## config.mk

```make
export PLATFORM = sky130hd
export DESIGN_NAME = cpuController
export DESIGN_NICKNAME = d
export VERILOG_FILES = /design/src/rtl/cpuCtrlPkg.sv /design/src/rtl/stateSequencer.sv /design/src/rtl/datapathControl.sv /design/src/rtl/busControl.sv /design/src/rtl/cpuController.sv
export VERILOG_INCLUDE_DIRS = /design/src /design/src/include
export SDC_FILE = /design/constraint.sdc
export NUM_CORES = 1
export LEC_CHECK = 0
export ABC_AREA = 1
export BUFFER_PORTS_ARGS = -buffer_cell sky130_fd_sc_hd__buf_2
export CAP_MARGIN = 0
export CORE_MARGIN = 8
export CORE_UTILIZATION = 40
export DETAILED_ROUTE_END_ITERATION = 8
export PLACE_DENSITY = 0.67
export SKIP_CTS_REPAIR_TIMING = 1
export SLEW_MARGIN = 20
export SYNTH_ARGS = -nofsm -noshare
export SYNTH_HDL_FRONTEND = slang
export SYNTH_SLANG_ARGS = --single-unit
```

## constraint.sdc

```tcl
create_clock -name clk -period 3.51 [get_ports clk]
set_input_delay 0.1755 -clock clk [delete_from_list [all_inputs] [get_ports clk]]
set_output_delay 0.1755 -clock clk [all_outputs]
set_load 0.01 [all_outputs]
```

## src/include/cpuCtrl_params.svh

```systemverilog
`ifndef CPU_CTRL_PARAMS_SVH
`define CPU_CTRL_PARAMS_SVH

////////////////////////////////////////////////////////////////////////////
// Instruction field layout
////////////////////////////////////////////////////////////////////////////

`define CTRL_IR_WIDTH 6
`define CTRL_OPCODE_WIDTH 4      // Upper bits of ir
`define CTRL_MODE_WIDTH 2        // Lower bits, zero is immediate

////////////////////////////////////////////////////////////////////////////
// Datapath select widths and sequence lengths
////////////////////////////////////////////////////////////////////////////

`define CTRL_WRITE_SRC_WIDTH 3

// Words pushed by call, popped by return
`define CTRL_CALL_WORDS 4

// One-hot state vector width
`define CTRL_STATE_COUNT 39

`endif

```

## src/rtl/cpuCtrlPkg.sv

```systemverilog
`default_nettype none

`include "cpuCtrl_params.svh"

package cpuCtrlPkg;

    typedef logic [`CTRL_STATE_COUNT-1:0] stateBits_t;

    // One bit per state, MSB first
    typedef enum stateBits_t {
        stReset     = stateBits_t'(1) << 38,
        stCheck     = stateBits_t'(1) << 37,     // Instruction boundary
        stFetch0    = stateBits_t'(1) << 36,
        stFetch1    = stateBits_t'(1) << 35,
        stFetch2    = stateBits_t'(1) << 34,
        stCall0     = stateBits_t'(1) << 33,
        stCall1     = stateBits_t'(1) << 32,
        stCall2     = stateBits_t'(1) << 31,
        stCall3     = stateBits_t'(1) << 30,
        stCall4     = stateBits_t'(1) << 29,
        stCall5     = stateBits_t'(1) << 28,
        stCall6     = stateBits_t'(1) << 27,
        stCall7     = stateBits_t'(1) << 26,
        stCall8     = stateBits_t'(1) << 25,
        stAlu0      = stateBits_t'(1) << 24,
        stAluImm    = stateBits_t'(1) << 23,
        stAlu1      = stateBits_t'(1) << 22,
        stAlu2      = stateBits_t'(1) << 21,
        stLoad0     = stateBits_t'(1) << 20,
        stLoadImm   = stateBits_t'(1) << 19,
        stLoad1     = stateBits_t'(1) << 18,
        stLoad2     = stateBits_t'(1) << 17,
        stStore0    = stateBits_t'(1) << 16,
        stBranch0   = stateBits_t'(1) << 15,
        stBranchImm = stateBits_t'(1) << 14,
        stBranch1   = stateBits_t'(1) << 13,
        stBranch2   = stateBits_t'(1) << 12,
        stJump0     = stateBits_t'(1) << 11,
        stJumpImm   = stateBits_t'(1) << 10,
        stJump1     = stateBits_t'(1) << 9,
        stJump2     = stateBits_t'(1) << 8,
        stRet0      = stateBits_t'(1) << 7,
        stRet1      = stateBits_t'(1) << 6,
        stRet2      = stateBits_t'(1) << 5,
        stRet3      = stateBits_t'(1) << 4,
        stRet4      = stateBits_t'(1) << 3,
        stRet5      = stateBits_t'(1) << 2,
        stRet6      = stateBits_t'(1) << 1,
        stRet7      = stateBits_t'(1)
    } ctrlState_t;

    typedef enum logic [`CTRL_OPCODE_WIDTH-1:0] {
        opAdd, opSub, opAnd, opOr, opXor, opShl, opShr,   // ALU group
        opBranch    = 4'd7,
        opJump      = 4'd8,
        opReturn    = 4'd9,
        opLoad      = 4'd10,
        opStore     = 4'd11,
        opReserved0 = 4'd12,
        opReserved1 = 4'd13,
        opReserved2 = 4'd14,
        opCall      = 4'd15
    } opcode_t;

    typedef enum logic [1:0] {pcHold, pcLoad, pcIncrement, pcClear} pcCtrl_t;
    typedef enum logic [1:0] {spHold, spClear, spPush, spPop} spCtrl_t;

    typedef enum logic [1:0] {
        accMemory    = 2'd1,
        accAlu       = 2'd2,
        accImmediate = 2'd3
    } accSrc_t;

    typedef enum logic [1:0] {
        pcFromMemory  = 2'd0,
        pcFromOperand = 2'd2
    } pcSrc_t;

    // Source of the word written to data memory
    typedef enum logic [`CTRL_WRITE_SRC_WIDTH-1:0] {
        writeAcc     = 3'd0,
        writeFlags   = 3'd1,
        writePc      = 3'd3,
        writeOperand = 3'd4
    } writeSrc_t;

endpackage

`default_nettype wire

```

## src/rtl/stateSequencer.sv

```systemverilog
`timescale 1ns/100ps
`default_nettype none

`include "cpuCtrl_params.svh"

module stateSequencer (
    input  wire logic                      clk,
    input  wire logic                      reset,
    input  wire logic [`CTRL_IR_WIDTH-1:0] ir,
    input  wire logic                      zero,
    input  wire logic                      instAck,
    input  wire logic                      dataAck,
    output cpuCtrlPkg::ctrlState_t         state
);

    cpuCtrlPkg::ctrlState_t nextState;
    cpuCtrlPkg::opcode_t    opcode;
    logic                   immediate;

    assign opcode = cpuCtrlPkg::opcode_t'(ir[`CTRL_IR_WIDTH-1 -: `CTRL_OPCODE_WIDTH]);
    assign immediate = (ir[`CTRL_MODE_WIDTH-1:0] == '0);

    always_ff @(posedge clk) begin
        if (reset) begin
            state <= cpuCtrlPkg::stReset;
        end else begin
            state <= nextState;
        end
    end

    always_comb begin
        nextState = cpuCtrlPkg::stReset;    // Illegal encodings recover here
        case (state)
            cpuCtrlPkg::stReset: nextState = cpuCtrlPkg::stCheck;
            cpuCtrlPkg::stCheck: nextState = cpuCtrlPkg::stFetch0;

            ////////////////////////////////////////////////////////////////////////
            // Fetch and decode
            ////////////////////////////////////////////////////////////////////////
            cpuCtrlPkg::stFetch0:
                nextState = instAck ? cpuCtrlPkg::stFetch1 : cpuCtrlPkg::stFetch0;
            cpuCtrlPkg::stFetch1: nextState = cpuCtrlPkg::stFetch2;
            cpuCtrlPkg::stFetch2: begin
                case (opcode)
                    cpuCtrlPkg::opAdd, cpuCtrlPkg::opSub, cpuCtrlPkg::opAnd,
                    cpuCtrlPkg::opOr, cpuCtrlPkg::opXor, cpuCtrlPkg::opShl,
                    cpuCtrlPkg::opShr:     nextState = cpuCtrlPkg::stAlu0;
                    cpuCtrlPkg::opBranch:  nextState = cpuCtrlPkg::stBranch0;
                    cpuCtrlPkg::opJump:    nextState = cpuCtrlPkg::stJump0;
                    cpuCtrlPkg::opReturn:  nextState = cpuCtrlPkg::stRet0;
                    cpuCtrlPkg::opLoad:    nextState = cpuCtrlPkg::stLoad0;
                    cpuCtrlPkg::opStore:   nextState = cpuCtrlPkg::stStore0;
                    cpuCtrlPkg::opCall:    nextState = cpuCtrlPkg::stCall0;
                    default:               nextState = cpuCtrlPkg::stCheck;  // No-op
                endcase
            end

            // Four pushes, then jump to the operand
            cpuCtrlPkg::stCall0: nextState = cpuCtrlPkg::stCall1;
            cpuCtrlPkg::stCall1:
                nextState = dataAck ? cpuCtrlPkg::stCall2 : cpuCtrlPkg::stCall1;
            cpuCtrlPkg::stCall2: nextState = cpuCtrlPkg::stCall3;
            cpuCtrlPkg::stCall3:
                nextState = dataAck ? cpuCtrlPkg::stCall4 : cpuCtrlPkg::stCall3;
            cpuCtrlPkg::stCall4: nextState = cpuCtrlPkg::stCall5;
            cpuCtrlPkg::stCall5:
                nextState = dataAck ? cpuCtrlPkg::stCall6 : cpuCtrlPkg::stCall5;
            cpuCtrlPkg::stCall6: nextState = cpuCtrlPkg::stCall7;
            cpuCtrlPkg::stCall7:
                nextState = dataAck ? cpuCtrlPkg::stCall8 : cpuCtrlPkg::stCall7;
            cpuCtrlPkg::stCall8: nextState = cpuCtrlPkg::stCheck;

            ////////////////////////////////////////////////////////////////////////
            // Operand instructions
            ////////////////////////////////////////////////////////////////////////
            cpuCtrlPkg::stAlu0:
                nextState = immediate ? cpuCtrlPkg::stAluImm : cpuCtrlPkg::stAlu1;
            cpuCtrlPkg::stAluImm: nextState = cpuCtrlPkg::stCheck;
            cpuCtrlPkg::stAlu1:
                nextState = dataAck ? cpuCtrlPkg::stAlu2 : cpuCtrlPkg::stAlu1;
            cpuCtrlPkg::stAlu2: nextState = cpuCtrlPkg::stCheck;

            cpuCtrlPkg::stLoad0:
                nextState = immediate ? cpuCtrlPkg::stLoadImm : cpuCtrlPkg::stLoad1;
            cpuCtrlPkg::stLoadImm: nextState = cpuCtrlPkg::stCheck;
            cpuCtrlPkg::stLoad1:
                nextState = dataAck ? cpuCtrlPkg::stLoad2 : cpuCtrlPkg::stLoad1;
            cpuCtrlPkg::stLoad2: nextState = cpuCtrlPkg::stCheck;

            cpuCtrlPkg::stStore0:
                nextState = dataAck ? cpuCtrlPkg::stCheck : cpuCtrlPkg::stStore0;

            cpuCtrlPkg::stBranch0: begin
                if (!zero) begin
                    nextState = cpuCtrlPkg::stCheck;    // Not taken
                end else if (immediate) begin
                    nextState = cpuCtrlPkg::stBranchImm;
                end else begin
                    nextState = cpuCtrlPkg::stBranch1;
                end
            end
            cpuCtrlPkg::stBranchImm: nextState = cpuCtrlPkg::stCheck;
            cpuCtrlPkg::stBranch1:
                nextState = dataAck ? cpuCtrlPkg::stBranch2 : cpuCtrlPkg::stBranch1;
            cpuCtrlPkg::stBranch2: nextState = cpuCtrlPkg::stCheck;

            cpuCtrlPkg::stJump0:
                nextState = immediate ? cpuCtrlPkg::stJumpImm : cpuCtrlPkg::stJump1;
            cpuCtrlPkg::stJumpImm: nextState = cpuCtrlPkg::stCheck;
            cpuCtrlPkg::stJump1:
                nextState = dataAck ? cpuCtrlPkg::stJump2 : cpuCtrlPkg::stJump1;
            cpuCtrlPkg::stJump2: nextState = cpuCtrlPkg::stCheck;

            // Four pops, read then pop
            cpuCtrlPkg::stRet0:
                nextState = dataAck ? cpuCtrlPkg::stRet1 : cpuCtrlPkg::stRet0;
            cpuCtrlPkg::stRet1: nextState = cpuCtrlPkg::stRet2;
            cpuCtrlPkg::stRet2:
                nextState = dataAck ? cpuCtrlPkg::stRet3 : cpuCtrlPkg::stRet2;
            cpuCtrlPkg::stRet3: nextState = cpuCtrlPkg::stRet4;
            cpuCtrlPkg::stRet4:
                nextState = dataAck ? cpuCtrlPkg::stRet5 : cpuCtrlPkg::stRet4;
            cpuCtrlPkg::stRet5: nextState = cpuCtrlPkg::stRet6;
            cpuCtrlPkg::stRet6:
                nextState = dataAck ? cpuCtrlPkg::stRet7 : cpuCtrlPkg::stRet6;
            cpuCtrlPkg::stRet7: nextState = cpuCtrlPkg::stCheck;
            default: nextState = cpuCtrlPkg::stReset;
        endcase
    end

endmodule

`default_nettype wire

```

## src/rtl/datapathControl.sv

```systemverilog
`timescale 1ns/100ps
`default_nettype none

`include "cpuCtrl_params.svh"

module datapathControl (
    input  wire cpuCtrlPkg::ctrlState_t    state,
    input  wire logic [`CTRL_IR_WIDTH-1:0] ir,
    output logic                           clearRegs,
    output logic                           accLoad,
    output cpuCtrlPkg::accSrc_t            accSrc,
    output cpuCtrlPkg::pcCtrl_t            pcCtrl,
    output cpuCtrlPkg::pcSrc_t             pcSrc,
    output cpuCtrlPkg::spCtrl_t            spCtrl,
    output logic                           irLoad,
    output logic                           irSrc,
    output logic                           marLoad,
    output logic                           marSrc,
    output logic                           ccLoad,
    output logic                           ccSrc,
    output cpuCtrlPkg::writeSrc_t          writeSrc,
    output logic                           indirect,
    output logic                           aluSrc
);

    always_comb begin
        clearRegs = 1'b0;
        accLoad   = 1'b0;
        accSrc    = cpuCtrlPkg::accMemory;
        pcCtrl    = cpuCtrlPkg::pcHold;
        pcSrc     = cpuCtrlPkg::pcFromMemory;
        spCtrl    = cpuCtrlPkg::spHold;
        irLoad    = 1'b0;
        irSrc     = 1'b0;
        marLoad   = 1'b0;
        marSrc    = 1'b0;
        ccLoad    = 1'b0;
        ccSrc     = 1'b0;
        writeSrc  = cpuCtrlPkg::writeAcc;
        indirect  = 1'b0;
        aluSrc    = 1'b0;

        case (state)
            cpuCtrlPkg::stReset: begin
                clearRegs = 1'b1;
                pcCtrl    = cpuCtrlPkg::pcClear;
                spCtrl    = cpuCtrlPkg::spClear;
            end
            cpuCtrlPkg::stFetch2: begin
                pcCtrl  = cpuCtrlPkg::pcIncrement;
                irLoad  = 1'b1;
                irSrc   = 1'b1;     // Instruction bus into ir
                marLoad = 1'b1;     // Operand field into mar
            end

            ////////////////////////////////////////////////////////////////////////
            // Call pushes acc, pc, flags and operand
            ////////////////////////////////////////////////////////////////////////
            cpuCtrlPkg::stCall0, cpuCtrlPkg::stCall2,
            cpuCtrlPkg::stCall4, cpuCtrlPkg::stCall6:
                spCtrl = cpuCtrlPkg::spPush;
            cpuCtrlPkg::stCall3: writeSrc = cpuCtrlPkg::writePc;
            cpuCtrlPkg::stCall5: writeSrc = cpuCtrlPkg::writeFlags;
            cpuCtrlPkg::stCall7: writeSrc = cpuCtrlPkg::writeOperand;
            cpuCtrlPkg::stCall8: begin
                pcCtrl = cpuCtrlPkg::pcLoad;
                pcSrc  = cpuCtrlPkg::pcFromOperand;
            end

            cpuCtrlPkg::stAluImm: begin
                accLoad = 1'b1;
                accSrc  = cpuCtrlPkg::accAlu;
                ccLoad  = 1'b1;
                ccSrc   = 1'b1;
            end
            cpuCtrlPkg::stAlu2: begin
                accLoad = 1'b1;
                accSrc  = cpuCtrlPkg::accAlu;
                ccLoad  = 1'b1;
                ccSrc   = 1'b1;
                aluSrc  = 1'b1;     // Memory operand into the ALU
            end
            cpuCtrlPkg::stLoadImm: begin
                accLoad = 1'b1;
                accSrc  = cpuCtrlPkg::accImmediate;
            end
            cpuCtrlPkg::stLoad2: begin
                accLoad = 1'b1;
                accSrc  = cpuCtrlPkg::accMemory;
            end

            // Operand address direct or through memory
            cpuCtrlPkg::stAlu1, cpuCtrlPkg::stLoad1, cpuCtrlPkg::stStore0,
            cpuCtrlPkg::stBranch1, cpuCtrlPkg::stJump1:
                indirect = ir[0];

            cpuCtrlPkg::stBranchImm, cpuCtrlPkg::stJumpImm: begin
                pcCtrl = cpuCtrlPkg::pcLoad;
                pcSrc  = cpuCtrlPkg::pcFromOperand;
            end
            cpuCtrlPkg::stBranch2, cpuCtrlPkg::stJump2:
                pcCtrl = cpuCtrlPkg::pcLoad;

            ////////////////////////////////////////////////////////////////////////
            // Return pops in reverse push order
            ////////////////////////////////////////////////////////////////////////
            cpuCtrlPkg::stRet1: begin
                spCtrl  = cpuCtrlPkg::spPop;
                marLoad = 1'b1;
                marSrc  = 1'b1;
            end
            cpuCtrlPkg::stRet3: begin
                spCtrl = cpuCtrlPkg::spPop;
                irLoad = 1'b1;
                ccLoad = 1'b1;
            end
            cpuCtrlPkg::stRet5: begin
                spCtrl = cpuCtrlPkg::spPop;
                pcCtrl = cpuCtrlPkg::pcLoad;
            end
            cpuCtrlPkg::stRet7: begin
                spCtrl  = cpuCtrlPkg::spPop;
                accLoad = 1'b1;
            end
            default: ;
        endcase
    end

endmodule

`default_nettype wire

```

## src/rtl/busControl.sv

```systemverilog
`timescale 1ns/100ps
`default_nettype none

module busControl (
    input  wire cpuCtrlPkg::ctrlState_t state,
    output logic                        instCyc,
    output logic                        instStb,
    output logic                        dataCyc,
    output logic                        dataStb,
    output logic                        dataWe,
    output logic                        addrSrc
);

    ////////////////////////////////////////////////////////////////////////////
    // State groups as masks over the one-hot vector
    ////////////////////////////////////////////////////////////////////////////

    localparam cpuCtrlPkg::stateBits_t InstReadMask = cpuCtrlPkg::stFetch0;

    localparam cpuCtrlPkg::stateBits_t DataReadMask =
        cpuCtrlPkg::stAlu1 | cpuCtrlPkg::stLoad1 | cpuCtrlPkg::stBranch1 |
        cpuCtrlPkg::stJump1 | cpuCtrlPkg::stRet0 | cpuCtrlPkg::stRet2 |
        cpuCtrlPkg::stRet4 | cpuCtrlPkg::stRet6;

    localparam cpuCtrlPkg::stateBits_t DataWriteMask =
        cpuCtrlPkg::stStore0 | cpuCtrlPkg::stCall1 | cpuCtrlPkg::stCall3 |
        cpuCtrlPkg::stCall5 | cpuCtrlPkg::stCall7;

    // Stack pointer drives the data address
    localparam cpuCtrlPkg::stateBits_t StackMask =
        cpuCtrlPkg::stCall1 | cpuCtrlPkg::stCall3 | cpuCtrlPkg::stCall5 |
        cpuCtrlPkg::stCall7 | cpuCtrlPkg::stRet0 | cpuCtrlPkg::stRet2 |
        cpuCtrlPkg::stRet4 | cpuCtrlPkg::stRet6;

    logic instRead;
    logic dataRead;
    logic dataWrite;

    assign instRead  = |(state & InstReadMask);
    assign dataRead  = |(state & DataReadMask);
    assign dataWrite = |(state & DataWriteMask);

    // Held until ack as the state only moves on the ack edge
    assign instCyc = instRead;
    assign instStb = instRead;
    assign dataCyc = dataRead | dataWrite;
    assign dataStb = dataRead | dataWrite;
    assign dataWe  = dataWrite;
    assign addrSrc = |(state & StackMask);

endmodule

`default_nettype wire

```

## src/rtl/cpuController.sv

```systemverilog
`timescale 1ns/100ps
`default_nettype none

`include "cpuCtrl_params.svh"

module cpuController (
    input  wire logic                      clk,
    input  wire logic                      reset,
    input  wire logic [`CTRL_IR_WIDTH-1:0] ir,
    input  wire logic                      zero,
    input  wire logic                      instAck,
    input  wire logic                      dataAck,
    output logic                           clearRegs,
    output logic                           accLoad,
    output cpuCtrlPkg::accSrc_t            accSrc,
    output cpuCtrlPkg::pcCtrl_t            pcCtrl,
    output cpuCtrlPkg::pcSrc_t             pcSrc,
    output cpuCtrlPkg::spCtrl_t            spCtrl,
    output logic                           irLoad,
    output logic                           irSrc,
    output logic                           marLoad,
    output logic                           marSrc,
    output logic                           ccLoad,
    output logic                           ccSrc,
    output cpuCtrlPkg::writeSrc_t          writeSrc,
    output logic                           indirect,
    output logic                           aluSrc,
    output logic                           instCyc,
    output logic                           instStb,
    output logic                           dataCyc,
    output logic                           dataStb,
    output logic                           dataWe,
    output logic                           addrSrc
);

    cpuCtrlPkg::ctrlState_t state;

    stateSequencer sequencer (
        .clk(clk),
        .reset(reset),
        .ir(ir),
        .zero(zero),
        .instAck(instAck),
        .dataAck(dataAck),
        .state(state)
    );

    datapathControl datapath (
        .state(state),
        .ir(ir),
        .clearRegs(clearRegs),
        .accLoad(accLoad),
        .accSrc(accSrc),
        .pcCtrl(pcCtrl),
        .pcSrc(pcSrc),
        .spCtrl(spCtrl),
        .irLoad(irLoad),
        .irSrc(irSrc),
        .marLoad(marLoad),
        .marSrc(marSrc),
        .ccLoad(ccLoad),
        .ccSrc(ccSrc),
        .writeSrc(writeSrc),
        .indirect(indirect),
        .aluSrc(aluSrc)
    );

    // Wishbone masters for both memories
    busControl bus (
        .state(state),
        .instCyc(instCyc),
        .instStb(instStb),
        .dataCyc(dataCyc),
        .dataStb(dataStb),
        .dataWe(dataWe),
        .addrSrc(addrSrc)
    );

endmodule

`default_nettype wire

```

==> impl_metrics.ini <==
[routing]
wirelength_um = 7090
drc_errors = 0
vias = 2673
post_drt_via_cell_ratio = 4.89
antenna_left = 0
drt_pass1_iterations = 4
drtIter0Drc = 146
avgRoutedWirePerCell_um = 13.0

[yosys]
ys.flop_type = dfxtp_1
synth_cells = 435
synth_edf_count = 0
yosysMostFrequentCell = nand2_1
syn-cell-area_um2 = 2730
synth_top_cell_area_share_pct = 28.6
yosysTopAreaCell = dfxtp_1
async_flop_share_pct = 0
synth.distinct_cells = 29
synth_nets = 446
synth_commonest_cells = nand2_1 (95), nor2_1 (93), inv_1 (60)
ys_seq_area_share_pct = 28.6
netlist_top_cells_area = dfxtp_1 (29%), nand2_1 (13%), nor2_1 (13%)
synth.ff_latch_count = 39
synth_area_per_cell_um2 = 6.27
yosysWarnings = 0

[timing]
finalMaxSlewViolations = 0
rsz0062_at_grt = false
tns_ns = 0
fin_worst_skew_ns = 0.00549
max_slew_margin_pct = 51.1
finalHoldViolCount = 0
fmax_ghz = 0.359
tightest_slew_ns = 0.726
fin_crit_ns = 2.78
finalSetupViolations = 0
timing.final.crit_share_pct = 79.3

[power_and_ir_drop]
max-vdd-ir-drop_v = 0.000218
p_per_area_nw_per_um2 = 351
finalPower_mw = 1.05
power_leakage_nw = 1.46

[clock_network]
cts_tree = yes
h-tree-depth = 2
clk_latency_ns = 0.29
clockBufferDepth = 2
clock_sinks = 39
cts_root_buf = clkbuf_8
clkSlewWorstSetupHoldPaths_ns = 0.07
cts-buffers-inserted = 5

[global_routing]
grt_pass1_vias = 2517
grt_usage_pct = 14.9
grt_pass1_wl_um = 11800
antenna_found_initial = 0
grt_start_max_net_pins = 27
grt_overflow_total = 0

[cells_and_area]
largest_register_ffs = 39
area_growth_pct = 9.50
regMostFlops = sequencer.state
fin_nets = 477
reg_top3 = sequencer.state: 39 flops
drive_above_1_share_pct = 19.3
n_antenna_cell = 0

[critical_path]
arrival_ns = 3.01
endpoint = sequencer.state[20]$_SDFF_PP0_
worstSetupPathType = flop to flop
worst-path-stages = 12
critPathLaunchType = flop
cpMostUsedCell = nor2_1
rr_worst_depth = 12
path_delay_family = simple AND/OR/NAND/NOR gates
startpoint = sequencer.state[11]$_SDFF_PP0_
reg2reg_from = sequencer.state[11]$_SDFF_PP0_
rr_endpoint = sequencer.state[20]$_SDFF_PP0_
worst-endpoint-required_ns = 3.74
critPathMaxFanout = 26
crit_slowest_cell = a21oi_1
endpoint_kind = flop
slowest_delay_ns = 0.41
r2r_setup_slack_ns = 0.73
crit_buf_inv = 1
crit_chain = nor2_2 -> nand2_2 -> nor2_4 -> nand3_1 -> a21oi_1 -> nor2_1 -> nand2_1 -> nor2_1 -> nand3_2 -> nand2_2 -> buf_4 -> nor2_1

[floorplanning]
initial_core_util_pct = 40.8
die-area_um2 = 9720
die_y_um = 98.6
rows = 30
io_pins = 38
core_area_um2 = 6680
die_w_um = 98.6

[run]
maxCapViolations = 0

[placed_design]
place_congestion = 0.931
dpl.hpwl_um = 5790
io_buffers = 36

[min_path]
min_path_type = input pin to flop

[outcome]
status = completed
-- final cells by class --
type                            instances  area (um^2)
Clock buffer                            7         76.3
Clock inverter                          1         5.00
Fill cell                             728         3690
Inverter                               62          233
Multi-Input combinational cell        321         1600
Sequential cell                        39          781
Tap cell                               80          100
Timing Repair Buffer                   37          188
-- through the flow --
| step | hold slack (ns) | util (%) | instance area (um^2) | instances | setup slack, ns |
|---|---|---|---|---|---|
| finish | 0.146 | 44.7 | 2990 | 547 | 0.725 |
| global placement | 0.439 | 43.5 | 2910 | 539 | 0.768 |
| CTS | 0.138 | 44.7 | 2990 | 547 | 0.729 |
| detailed placement | 0.443 | 43.5 | 2910 | 539 | 0.759 |
| global route | 0.152 | 44.7 | 2990 | 547 | 0.440 |
| floorplan | 0.320 | - | 2730 | 435 | 1.55 |
-- worst min path at each step --
stage,from,endpoint,slack (ns),depth (start not counted)
3_3_place_gp,instAck,sequencer.state[35]$_SDFF_PP0_,0.44,3
3_5_place_dp,instAck,sequencer.state[35]$_SDFF_PP0_,0.44,3
5_1_grt,zero,sequencer.state[14]$_SDFF_PP0_,0.15,3
2_1_floorplan,instAck,sequencer.state[35]$_SDFF_PP0_,0.32,2
6_report,instAck,sequencer.state[35]$_SDFF_PP0_,0.15,3
4_1_cts,instAck,sequencer.state[35]$_SDFF_PP0_,0.14,3
-- kinds of logic (layout without fill, tap and decap cells) --
logic type      after synthesis  count (layout)  share of synthesized area, %
compound gates               23              23                          4.82
buf+inv                      75             107                          12.6
flops                        39              39                          28.6
other cells                   1               1                         0.137
simple gates                297             297                          53.9
-- cells in the final DEF (no fill, tap or decap), drive strengths merged --
| cell type | n |
|---|---|
| nand2 | 105 |
| clkbuf | 7 |
| buf | 37 |
| o2111ai | 1 |
| clkinv | 1 |
| inv | 62 |
| o32ai | 2 |
| and3 | 2 |
| nand4 | 6 |
| nor2 | 127 |
| o22ai | 2 |
| o21ai | 7 |
| nand3 | 40 |
| nor3 | 6 |
| nor4 | 9 |
| nand3b | 2 |
| a21oi | 10 |
| dfxtp | 39 |
| conb | 1 |
| o21a | 1 |
-- power by group --
part	internal, mW	switching [mW]	leakage [nW]
clock network	0.139	0.149	0.0422
logic	0.0797	0.221	1.11
registers	0.451	0.00721	0.314
-- per-layer routing --
metal / GRT usage [%] / vias to the layer above / share of wire (%)
li1: - / 1412 / -
met1: 19.1 / 1194 / 47
met2: 24.8 / 60 / 46
met3: 3.03 / 7 / 5.5
met4: 4.01 / 0 / 0.99
met5: 0 / - / 0
-- worst register-to-register path, stage by stage (launching register included) --
cell     delay, ns
dfxtp_1       0.35
nor2_2        0.19
nand2_2       0.11
nor2_4        0.21
nand3_1       0.38
a21oi_1       0.41
nor2_1        0.10
nand2_1       0.08
nor2_1        0.05
nand3_2       0.07
nand2_2       0.30
buf_4         0.37
nor2_1        0.12
Power figures use the tool's default switching activity.
